$ cat src/hdl/noc_geom_pkg.sv
`default_nettype none

// router geometry seen by every allocator block
package noc_geom_pkg;

    // ports per router, local port included
    localparam int P = 5;

    // virtual channels per port
    localparam int V = 4;

    // a port never routes back to itself,
    // so each input sees P-1 possible outputs
    localparam int P_1 = P - 1;

endpackage

`default_nettype wire
$ cat src/hdl/swa_types_pkg.sv
`default_nettype none

// vector types passed between the allocator blocks
package swa_types_pkg;

    import noc_geom_pkg::*;

    // one bit per vc of a port
    // requests, grants and ovc masks all use this
    typedef logic [V-1:0] vc_vec_t;

    // one-hot destination among the other ports
    // for input port i, bit k is output k when k < i,
    // otherwise output k+1
    typedef logic [P_1-1:0] port_sel_t;

    // one bit per router port
    typedef logic [P-1:0] port_vec_t;

endpackage

`default_nettype wire

$ cat src/hdl/comb_spec_allocator.sv
`timescale 1ns/1ps
`default_nettype none

module comb_spec_allocator (
    input  wire                        clk,
    input  wire                        rst_n,
    input  swa_types_pkg::vc_vec_t     ivc_request           [noc_geom_pkg::P],
    input  swa_types_pkg::vc_vec_t     ovc_is_assigned       [noc_geom_pkg::P],
    input  swa_types_pkg::vc_vec_t     assigned_ovc_not_full [noc_geom_pkg::P],
    input  swa_types_pkg::port_sel_t   dest_port     [noc_geom_pkg::P][noc_geom_pkg::V],
    input  swa_types_pkg::vc_vec_t     candidate_ovc [noc_geom_pkg::P][noc_geom_pkg::V],
    output swa_types_pkg::vc_vec_t     ivc_sw_granted        [noc_geom_pkg::P],
    output swa_types_pkg::port_sel_t   granted_dest_port     [noc_geom_pkg::P],
    output swa_types_pkg::vc_vec_t     ivc_ovc_granted       [noc_geom_pkg::P],
    output swa_types_pkg::vc_vec_t     granted_ovc_num       [noc_geom_pkg::P],
    output swa_types_pkg::vc_vec_t     ovc_allocated         [noc_geom_pkg::P]
);

    import noc_geom_pkg::*;
    import swa_types_pkg::*;

    // surviving spec grants, switch stage to ovc stage
    wire vc_vec_t   spec_granted_ivc       [P];
    wire port_sel_t spec_granted_dest_port [P];

    spec_sw_alloc spec_sw_alloc_inst (
        .clk                    (clk),
        .rst_n                  (rst_n),
        .ivc_request            (ivc_request),
        .ovc_is_assigned        (ovc_is_assigned),
        .assigned_ovc_not_full  (assigned_ovc_not_full),
        .dest_port              (dest_port),
        .candidate_ovc          (candidate_ovc),
        .ivc_sw_granted         (ivc_sw_granted),
        .granted_dest_port      (granted_dest_port),
        .spec_granted_ivc       (spec_granted_ivc),
        .spec_granted_dest_port (spec_granted_dest_port)
    );

    ovc_grant_alloc ovc_grant_alloc_inst (
        .clk                    (clk),
        .rst_n                  (rst_n),
        .spec_granted_ivc       (spec_granted_ivc),
        .spec_granted_dest_port (spec_granted_dest_port),
        .candidate_ovc          (candidate_ovc),
        .ivc_ovc_granted        (ivc_ovc_granted),
        .granted_ovc_num        (granted_ovc_num),
        .ovc_allocated          (ovc_allocated)
    );

endmodule

`default_nettype wire

$ cat src/hdl/ovc_grant_alloc.sv
`timescale 1ns/1ps
`default_nettype none

module ovc_grant_alloc (
    input  wire                        clk,
    input  wire                        rst_n,
    input  swa_types_pkg::vc_vec_t     spec_granted_ivc       [noc_geom_pkg::P],
    input  swa_types_pkg::port_sel_t   spec_granted_dest_port [noc_geom_pkg::P],
    input  swa_types_pkg::vc_vec_t     candidate_ovc [noc_geom_pkg::P][noc_geom_pkg::V],
    output swa_types_pkg::vc_vec_t     ivc_ovc_granted        [noc_geom_pkg::P],
    output swa_types_pkg::vc_vec_t     granted_ovc_num        [noc_geom_pkg::P],
    output swa_types_pkg::vc_vec_t     ovc_allocated          [noc_geom_pkg::P]
);

    import noc_geom_pkg::*;
    import swa_types_pkg::*;

    // candidate mask of the accepted spec vc
    vc_vec_t   ovc_req   [P];
    vc_vec_t   ovc_grant [P];
    port_vec_t ovc_any;

    for (genvar i = 0; i < P; i++) begin : g_port
        // zero when no spec grant survived at this port
        always_comb begin
            ovc_req[i] = '0;
            for (int v = 0; v < V; v++) begin
                if (spec_granted_ivc[i][v]) begin
                    ovc_req[i] = ovc_req[i] | candidate_ovc[i][v];
                end
            end
        end

        // pick one free ovc for the winner
        rr_arbiter #(
            .WIDTH (V)
        ) ovc_arb (
            .clk       (clk),
            .rst_n     (rst_n),
            .request   (ovc_req[i]),
            .grant     (ovc_grant[i]),
            .any_grant (ovc_any[i])
        );

        assign ivc_ovc_granted[i] = ovc_any[i] ? spec_granted_ivc[i] : '0;
        assign granted_ovc_num[i] = ovc_grant[i];
    end

    // chosen ovc marked at the output it belongs to
    // at most one input targets a given output
    always_comb begin
        for (int o = 0; o < P; o++) begin
            ovc_allocated[o] = '0;
            for (int i = 0; i < P; i++) begin
                if (o < i && spec_granted_dest_port[i][o]) begin
                    ovc_allocated[o] = ovc_allocated[o] | ovc_grant[i];
                end else if (o > i && spec_granted_dest_port[i][o-1]) begin
                    ovc_allocated[o] = ovc_allocated[o] | ovc_grant[i];
                end
            end
        end
    end

endmodule

`default_nettype wire

$ cat src/hdl/spec_sw_alloc.sv
`timescale 1ns/1ps
`default_nettype none

module spec_sw_alloc (
    input  wire                        clk,
    input  wire                        rst_n,
    input  swa_types_pkg::vc_vec_t     ivc_request            [noc_geom_pkg::P],
    input  swa_types_pkg::vc_vec_t     ovc_is_assigned        [noc_geom_pkg::P],
    input  swa_types_pkg::vc_vec_t     assigned_ovc_not_full  [noc_geom_pkg::P],
    input  swa_types_pkg::port_sel_t   dest_port     [noc_geom_pkg::P][noc_geom_pkg::V],
    input  swa_types_pkg::vc_vec_t     candidate_ovc [noc_geom_pkg::P][noc_geom_pkg::V],
    output swa_types_pkg::vc_vec_t     ivc_sw_granted         [noc_geom_pkg::P],
    output swa_types_pkg::port_sel_t   granted_dest_port      [noc_geom_pkg::P],
    output swa_types_pkg::vc_vec_t     spec_granted_ivc       [noc_geom_pkg::P],
    output swa_types_pkg::port_sel_t   spec_granted_dest_port [noc_geom_pkg::P]
);

    import noc_geom_pkg::*;
    import swa_types_pkg::*;

    vc_vec_t   nonspec_req      [P];
    vc_vec_t   spec_req         [P];
    vc_vec_t   nonspec_ivc      [P];
    vc_vec_t   spec_ivc_pre     [P];
    port_sel_t nonspec_dest     [P];
    port_sel_t spec_dest_pre    [P];
    // nonspec output grants seen from each input port
    port_sel_t nonspec_out_view [P];
    port_vec_t nonspec_inport;
    port_vec_t nonspec_outport;

    // owned ovc with room goes nonspec
    // no ovc but some candidate goes spec
    always_comb begin
        for (int i = 0; i < P; i++) begin
            nonspec_req[i] = ivc_request[i] & ovc_is_assigned[i] & assigned_ovc_not_full[i];
            spec_req[i] = ivc_request[i] & ~ovc_is_assigned[i];
            for (int v = 0; v < V; v++) begin
                if (candidate_ovc[i][v] == '0) begin
                    spec_req[i][v] = 1'b0;
                end
            end
        end
    end

    sep_sw_alloc nonspec_alloc (
        .clk               (clk),
        .rst_n             (rst_n),
        .request           (nonspec_req),
        .dest_port         (dest_port),
        .ivc_granted       (nonspec_ivc),
        .granted_dest_port (nonspec_dest),
        .inport_granted    (nonspec_inport),
        .outport_granted   (nonspec_outport)
    );

    // runs in parallel with nonspec_alloc
    // its own port usage is not needed
    sep_sw_alloc spec_alloc (
        .clk               (clk),
        .rst_n             (rst_n),
        .request           (spec_req),
        .dest_port         (dest_port),
        .ivc_granted       (spec_ivc_pre),
        .granted_dest_port (spec_dest_pre),
        .inport_granted    (),
        .outport_granted   ()
    );

    always_comb begin
        for (int i = 0; i < P; i++) begin
            nonspec_out_view[i] = '0;
            for (int o = 0; o < P; o++) begin
                if (o < i) begin
                    nonspec_out_view[i][o] = nonspec_outport[o];
                end else if (o > i) begin
                    nonspec_out_view[i][o-1] = nonspec_outport[o];
                end
            end
            // spec grant dies if nonspec took its input or its output
            spec_granted_dest_port[i] = nonspec_inport[i] ? '0 :
                                        spec_dest_pre[i] & ~nonspec_out_view[i];
            spec_granted_ivc[i] = (|spec_granted_dest_port[i]) ? spec_ivc_pre[i] : '0;
            // the two grant sets never overlap
            ivc_sw_granted[i] = nonspec_ivc[i] | spec_granted_ivc[i];
            granted_dest_port[i] = nonspec_dest[i] | spec_granted_dest_port[i];
        end
    end

endmodule

`default_nettype wire

$ cat src/hdl/sep_sw_alloc.sv
`timescale 1ns/1ps
`default_nettype none

module sep_sw_alloc (
    input  wire                        clk,
    input  wire                        rst_n,
    input  swa_types_pkg::vc_vec_t     request           [noc_geom_pkg::P],
    input  swa_types_pkg::port_sel_t   dest_port         [noc_geom_pkg::P][noc_geom_pkg::V],
    output swa_types_pkg::vc_vec_t     ivc_granted       [noc_geom_pkg::P],
    output swa_types_pkg::port_sel_t   granted_dest_port [noc_geom_pkg::P],
    output swa_types_pkg::port_vec_t   inport_granted,
    output swa_types_pkg::port_vec_t   outport_granted
);

    import noc_geom_pkg::*;
    import swa_types_pkg::*;

    // winner of each input arbiter
    vc_vec_t   first_grant [P];
    // destination of that winner
    port_sel_t sel_dest    [P];
    // requests seen by each output arbiter, indexed by input
    port_sel_t out_req     [P];
    port_sel_t out_grant   [P];

    for (genvar i = 0; i < P; i++) begin : g_in_port
        // first stage picks one vc per input port
        rr_arbiter #(
            .WIDTH (V)
        ) input_arb (
            .clk       (clk),
            .rst_n     (rst_n),
            .request   (request[i]),
            .grant     (first_grant[i]),
            .any_grant ()
        );

        // one-hot mux of the winner's destination
        always_comb begin
            sel_dest[i] = '0;
            for (int v = 0; v < V; v++) begin
                if (first_grant[i][v]) begin
                    sel_dest[i] = sel_dest[i] | dest_port[i][v];
                end
            end
        end
    end

    // input view to output view
    always_comb begin
        for (int o = 0; o < P; o++) begin
            out_req[o] = '0;
            for (int i = 0; i < P; i++) begin
                if (i < o) begin
                    out_req[o][i] = sel_dest[i][o-1];
                end else if (i > o) begin
                    out_req[o][i-1] = sel_dest[i][o];
                end
            end
        end
    end

    for (genvar o = 0; o < P; o++) begin : g_out_port
        // second stage picks one input port per output
        rr_arbiter #(
            .WIDTH (P_1)
        ) output_arb (
            .clk       (clk),
            .rst_n     (rst_n),
            .request   (out_req[o]),
            .grant     (out_grant[o]),
            .any_grant (outport_granted[o])
        );
    end

    // output grants mapped back to each input's view
    always_comb begin
        for (int i = 0; i < P; i++) begin
            granted_dest_port[i] = '0;
            for (int o = 0; o < P; o++) begin
                if (o < i) begin
                    granted_dest_port[i][o] = out_grant[o][i-1];
                end else if (o > i) begin
                    granted_dest_port[i][o-1] = out_grant[o][i];
                end
            end
            // vc grant holds only if its output was won
            inport_granted[i] = |granted_dest_port[i];
            ivc_granted[i] = inport_granted[i] ? first_grant[i] : '0;
        end
    end

endmodule

`default_nettype wire

$ cat src/hdl/rr_arbiter.sv
`timescale 1ns/1ps
`default_nettype none

module rr_arbiter #(
    parameter int WIDTH = 4
) (
    input  wire              clk,
    input  wire              rst_n,
    input  wire  [WIDTH-1:0] request,
    output logic [WIDTH-1:0] grant,
    output logic             any_grant
);

    localparam int PTR_W = (WIDTH > 1) ? $clog2(WIDTH) : 1;

    // index holding highest priority this cycle
    logic [PTR_W-1:0] ptr;
    logic [PTR_W-1:0] win_idx;
    logic             found;

    // scan from the pointer, wrapping around
    always_comb begin
        grant = '0;
        win_idx = '0;
        found = 1'b0;
        for (int off = 0; off < WIDTH; off++) begin
            if (!found && request[(int'(ptr) + off) % WIDTH]) begin
                found = 1'b1;
                win_idx = PTR_W'((int'(ptr) + off) % WIDTH);
            end
        end
        if (found) begin
            grant[win_idx] = 1'b1;
        end
    end

    assign any_grant = found;

    // next search starts just after the winner
    always_ff @(posedge clk) begin
        if (!rst_n) begin
            ptr <= '0;
        end else if (found) begin
            ptr <= (win_idx == PTR_W'(WIDTH - 1)) ? '0 : win_idx + 1'b1;
        end
    end

endmodule

`default_nettype wire

$ cat config.mk
export PLATFORM = sky130hd
export DESIGN_NAME = comb_spec_allocator
export DESIGN_NICKNAME = d
export VERILOG_FILES = /design/src/hdl/noc_geom_pkg.sv /design/src/hdl/swa_types_pkg.sv /design/src/hdl/comb_spec_allocator.sv /design/src/hdl/ovc_grant_alloc.sv /design/src/hdl/spec_sw_alloc.sv /design/src/hdl/sep_sw_alloc.sv /design/src/hdl/rr_arbiter.sv
export SDC_FILE = /design/constraint.sdc
export NUM_CORES = 1
export LEC_CHECK = 0
export CORE_ASPECT_RATIO = 2
export CORE_MARGIN = 5
export CORE_UTILIZATION = 45
export CTS_CLUSTER_SIZE = 28
export DETAILED_ROUTE_END_ITERATION = 10
export DONT_BUFFER_PORTS = 1
export PLACE_DENSITY = 0.71
export SYNTH_ARGS = -nofsm -noshare
export SYNTH_HDL_FRONTEND = slang
export SYNTH_SLANG_ARGS = --single-unit
$ cat constraint.sdc
create_clock -name clk -period 7.25 [get_ports clk]
set_input_delay 1.45 -clock clk [delete_from_list [all_inputs] [get_ports clk]]
set_output_delay 1.45 -clock clk [all_outputs]
set_load 0.01 [all_outputs]
Yosys cells after proc, flatten, opt, wreduce, memory -nomap -nowiden
Index checks and enable logic that the tools add are counted.
{ "word_totals": {"ff_bits": 50, "input_bits": 222, "out_inout_bits": 100, "elab_cells": 1460} }
{ "op_classes": {"muxes": 700, "n_eq_ne": 25, "n_addsub": 100, "order_cmp": 150, "n_bitwise": 175, "n_reduce_logical": 285} }
{ "op_table": {"columns": ["cell", "n"], "rows": [
  ["two-way mux 4 bit", 130],
  ["two-way mux 1 bit", 320],
  ["< comparator 3 x 4 -> 1 bit, second input constant", 75],
  ["bitwise OR 4 bit", 70],
  ["two-way mux 2 bit", 125],
  ["binary-select mux 1 bit (select 2 bit)", 100],
  ["< comparator 2 x 3 -> 1 bit, second input constant", 50],
  ["OR reduction 2 bit", 75],
  ["adder 2 x 1 -> 2 bit, second input constant", 50],
  ["adder 2 bit, second input constant", 50],
  ["logical AND 1 bit", 100],
  ["bitwise AND 4 bit", 20],
  ["zero test 4 bit", 20],
  ["bitwise AND 1 bit, first input constant", 75],
  ["zero test 1 bit", 75],
  ["OR reduction 4 bit", 15],
  ["demux 1 bit (select 2 bit)", 25],
  ["equality test 2 bit, second input constant", 25],
  ["greater-or-equal comparator 2 x 1 -> 1 bit, second input constant", 25],
  ["inverter 4 bit", 10]
]} }

Logic depth before layout (Yosys ltp)
{ "logic_depth": {"word_depth": 79, "ltp_mapped": 29, "mapped_depth_nobuf": 27} }

By module
From an unflattened synthesis, not the netlist that was laid out.
{ "unflattened": {"hier_cells": 1235, "area_unflattened_um2": 9939.5} }
{ "modules_own_cells": {"columns": ["module", "n_inst", "seq_area_each_um2", "cells_each", "area_each_um2"], "rows": [
  ["rr_arbiter", 25, 40.0, 30, 262.8],
  ["sep_sw_alloc", 2, 0.0, 90, 625.6],
  ["spec_sw_alloc", 1, 0.0, 165, 1237.4],
  ["ovc_grant_alloc", 1, 0.0, 140, 882.1]
]} }

Worst setup path after synthesis
OpenSTA, ideal clock, no wires.
{ "synth_path": {"kind": "input to output", "startpoint": "input ivc_request[18] (netlist name)", "endpoint": "output ovc_allocated[10] (netlist name)", "cell_stages": 24, "n_path_buf": 2, "arrival_ns": 5.843, "setup_slack_ns": -0.043, "t_required_ns": 5.800, "cell_sequence": "inv_1 > o32ai_1 > nor2_1 > nor2_1 > inv_1 > ha_1 > clkbuf_1 > a22oi_1 > nand2_1 > o21ai_1 > nor2_1 > a21oi_1 > nor2_1 > a221oi_1 > ha_1 > inv_1 > or3b_1 > or4b_1 > and2_1 > clkbuf_2 > and3_1 > inv_1 > ha_1 > a221o_1"} }
{ "synth_lines": {"columns": ["item", "line_no", "text"], "rows": [
  ["start: declaration", "comb_spec_allocator.sv:7", "input swa_types_pkg::vc_vec_t ivc_request [noc_geom_pkg::P],"],
  ["end: declaration", "comb_spec_allocator.sv:16", "output swa_types_pkg::vc_vec_t ovc_allocated [noc_geom_pkg::P]"]
]} }

==> flow_summary.ini <==
[outcome]
status = finished, violations left
violations = negative setup slack

[routing]
first_pass_iters = 8
vias = 12735
avgRoutedWirePerCell_um = 24.7
dr.first_iter.drc_count = 1233
routed_wl_mm = 47.3
vias_per_cell = 6.67
drc_errors = 0
antenna_left = 0

[floorplan]
io_pins = 322
dieArea_um2 = 23000
start_util_pct = 45.5
coreArea_um2 = 19700
fp.dieH_um = 210
rows = 73
die_w_um = 110

[worst_setup_path]
startpoint = assigned_ovc_not_full[12]
r2r_setup_slack_ns = 2.37
path_buf_inv = 5
worstPathMaxFanout = 5
worstSetupEndpointType = output port
critPathCapture = ovc_allocated[3]
cp.required_ns = 5.80
rr_endpoint = ovc_grant_alloc_inst.g_port[4].ovc_arb.ptr[1]$_SDFFE_PN0N_
critical_path_arrival_ns = 6.13
cp_num_cells = 27
critPathSlowestCell = a221oi_2
worst_r2r_path_depth = 26
cp_top_family = compound AO/OA/AOI/OAI gates
critical_path_class = input port to output port
max_stage_delay_ns = 0.31
setup.worst_path.start_class = input port

[placed_design]
dp_hpwl_mm = 33.6
placed_cell_area_um2 = 11600
place_inst = 1809
place_ws_ns = -0.581
place.gp.congestion = 1.03
io_buffers = 0

[sta]
fmax_ghz = 0.132
finalHoldViolCount = 0
final.setup.worst_slack_ns = -0.325
fin_crit_ns = 7.58
rsz0062_at_grt = true
finalSetupTns_ns = -6.00
final_max_slew_viol_count = 0
fin_crit_sh_pct = 104
hold_ws_ns = 0.525
setup_viol = 40
fin_worst_skew_ns = 0.0107
relSlewSlack_pct = 52.2
worstMarginPinSlew_ns = 0.715

[pwr]
power.density_nw_per_um2 = 290
p_leak_nw = 6.29
irDropWorstVdd_mv = 0.150
p_total_mw = 4.20

[hold_path]
holdCritPathClass = flop to flop

[synth]
synthesis.nets = 1583
netlist_area_um2 = 8970
synth.distinct_cells = 68
postSynthCellCount = 1261
synth-seq-area-share_pct = 11.2
synthTopCellsByArea = ha_1 14%, dfxtp_1 11%, a22oi_1 11%
ys_warn_count = 0
synth_top_area_cell = ha_1
ys_ff_latch = 50
yosysTopAreaCellShare_pct = 14.0
synth_ff_type = dfxtp_1
async_flop_share_pct = 0
synth_edf_count = 0
syn_area_per_cell_um2 = 7.11

[final_layout]
area_growth_pct = 61.6
multi_input_area_um2 = 9300
n_fill_cell = 1411
fin_cells = 1910
post-route-util_pct = 73.4
final_nets = 1968
seqCellArea_um2 = 1000
drive_above_1_share_pct = 47.8
fin_area_um2 = 14500

[cts]
h-tree-depth = 2
clk_pin_slew_ns = 0.07
cts.sinks = 50
cts_buffers = 5
clk_path_buf_depth = 2
root_buffer = clkbuf_16
cts_hold_buf = 0
cts_tree = done
worst_skew_pair.late_latency_ns = 0.32

[global_route]
antenna_found_initial = 2
grt_pass1_vias = 12401
grt_overflow_total = 0
track_usage_pct = 34.7
grt_max_degree = 58
grt_pass1_wl_mm = 62.9

[job]
max_cap_viol_count = 0
[worst min-delay path by stage]
stage                                                               startpoint                                                          to  cells past startpoint
finish              ovc_grant_alloc_inst.g_port[1].ovc_arb.ptr[1]$_SDFFE_PN0N_  ovc_grant_alloc_inst.g_port[1].ovc_arb.ptr[1]$_SDFFE_PN0N_                      2
global route        ovc_grant_alloc_inst.g_port[0].ovc_arb.ptr[1]$_SDFFE_PN0N_  ovc_grant_alloc_inst.g_port[0].ovc_arb.ptr[1]$_SDFFE_PN0N_                      2
global placement    ovc_grant_alloc_inst.g_port[1].ovc_arb.ptr[1]$_SDFFE_PN0N_  ovc_grant_alloc_inst.g_port[1].ovc_arb.ptr[1]$_SDFFE_PN0N_                      2
CTS                 ovc_grant_alloc_inst.g_port[1].ovc_arb.ptr[1]$_SDFFE_PN0N_  ovc_grant_alloc_inst.g_port[1].ovc_arb.ptr[1]$_SDFFE_PN0N_                      2
floorplan           ovc_grant_alloc_inst.g_port[2].ovc_arb.ptr[1]$_SDFFE_PN0N_  ovc_grant_alloc_inst.g_port[2].ovc_arb.ptr[1]$_SDFFE_PN0N_                      2
detailed placement  ovc_grant_alloc_inst.g_port[3].ovc_arb.ptr[1]$_SDFFE_PN0N_  ovc_grant_alloc_inst.g_port[3].ovc_arb.ptr[1]$_SDFFE_PN0N_                      2
[flip-flops by register name, indices dropped and copies added, names as in the netlist]
register	cells
ovc_grant_alloc_inst.g_port.ovc_arb.ptr	10
spec_sw_alloc_inst.nonspec_alloc.g_in_port.input_arb.ptr	10
spec_sw_alloc_inst.nonspec_alloc.g_out_port.output_arb.ptr	10
spec_sw_alloc_inst.spec_alloc.g_in_port.input_arb.ptr	10
spec_sw_alloc_inst.spec_alloc.g_out_port.output_arb.ptr	10
[worst register-to-register path, stage by stage (launching register included)]
cell and delay, ns:
dfxtp_1 0.51, mux2i_1 0.29, nor2_1 0.08, a221oi_2 0.31
nor2b_4 0.27, inv_2 0.10, ha_4 0.21, a22oi_1 0.20
a21o_1 0.28, nand2_1 0.08, nand2_1 0.08, a222oi_1 0.11
and2_1 0.22, buf_4 0.14, buf_4 0.13, ha_1 0.20
inv_1 0.07, a41oi_2 0.05, buf_4 0.20, nor4_4 0.28
and2b_1 0.17, and2_4 0.16, and3_4 0.20, buf_6 0.12
ha_4 0.19, nand3_1 0.05, o21ai_0 0.07
[per-layer routing]
metal | part of all wire (%) | GRT usage, % | vias up | wire [um]
met2 | 50 | 62.7 | 853 | 23800
met5 | 0 | 0 | - | 0
met3 | 9.3 | 7.45 | 345 | 4380
li1 | - | - | 5489 | -
met4 | 10 | 29.0 | 0 | 4960
met1 | 30 | 31.7 | 6048 | 14100
[repair_timing]
item | 4_1_cts | 5_1_grt
pin swaps | 79 | 141
setup buffers | 46 | 50
setup endpoints to repair | 44 | 57
gates resized for setup | 180 | 294
[Yosys cell counts (all sizes together) (7+ instances only)]
| cell | n |
|---|---|
| ha | 100 |
| mux2i | 21 |
| buf | 10 |
| o32ai | 10 |
| and2 | 50 |
| o22ai | 30 |
| nand3 | 27 |
| a221oi | 12 |
| o21a | 24 |
| nand2 | 158 |
| nand4 | 31 |
| a22o | 23 |
| and3 | 34 |
| a21oi | 42 |
| dfxtp | 50 |
| a21o | 27 |
| a41oi | 7 |
| clkbuf | 33 |
| a31oi | 8 |
| nor4 | 22 |
| nor3 | 7 |
| nor2 | 86 |
| o221ai | 9 |
| a22oi | 131 |
| o21ai | 70 |
| a221o | 12 |
| or2 | 9 |
| nor2b | 46 |
| nand2b | 12 |
| inv | 99 |
| a21boi | 9 |
[layout by cell type (no fill, tap or decap), types with 14 or more instances in the layout]
| cell type | n |
|---|---|
| a22o_1 | 23 |
| and2_4 | 15 |
| nand2_1 | 125 |
| buf_4 | 379 |
| a22oi_2 | 51 |
| mux2i_1 | 21 |
| o22ai_1 | 14 |
| a21oi_1 | 33 |
| and3_4 | 14 |
| and3_1 | 20 |
| inv_2 | 21 |
| nand4_1 | 27 |
| o21ai_1 | 20 |
| a21o_1 | 27 |
| a22oi_1 | 80 |
| ha_1 | 25 |
| nor2b_1 | 38 |
| o21a_1 | 23 |
| ha_4 | 49 |
| nand2_2 | 23 |
| nor2_1 | 75 |
| and2_1 | 35 |
| dfxtp_1 | 50 |
| ha_2 | 26 |
| inv_1 | 75 |
| o21ai_0 | 31 |
| o22ai_2 | 15 |
| nand3_1 | 21 |
| buf_6 | 41 |
[kinds of logic (layout without fill, tap and decap cells)]
group	after synthesis	after routing	synth area share [%]
AND/OR/NAND/NOR	497	497	29.8
AO/OA/AOI/OAI	451	451	36.7
buffers and inverters	142	528	6.10
adder cells (fa/ha/maj)	100	100	14.0
flip-flops	50	50	11.2
multiplexers	21	21	2.34
other	0	1	0
[report_power, final]
part           switching, mW  internal [mW]  leakage [nW]  total (mW)
Sequential            0.0926          0.341         0.412       0.434
Combinational           1.83           1.66          5.80        3.49
Clock                  0.129          0.138        0.0729       0.267
[final cells by class]
cell class                      instances  area share [%]
Antenna cell                            1          0.0173
Tap cell                              262            2.26
Clock buffer                            6           0.959
Timing Repair Buffer                  421            23.0
Inverter                               99            2.62
Clock inverter                          2          0.0864
Multi-Input combinational cell       1069            64.2
Sequential cell                        50            6.91
(Power assumes the default switching activity.)
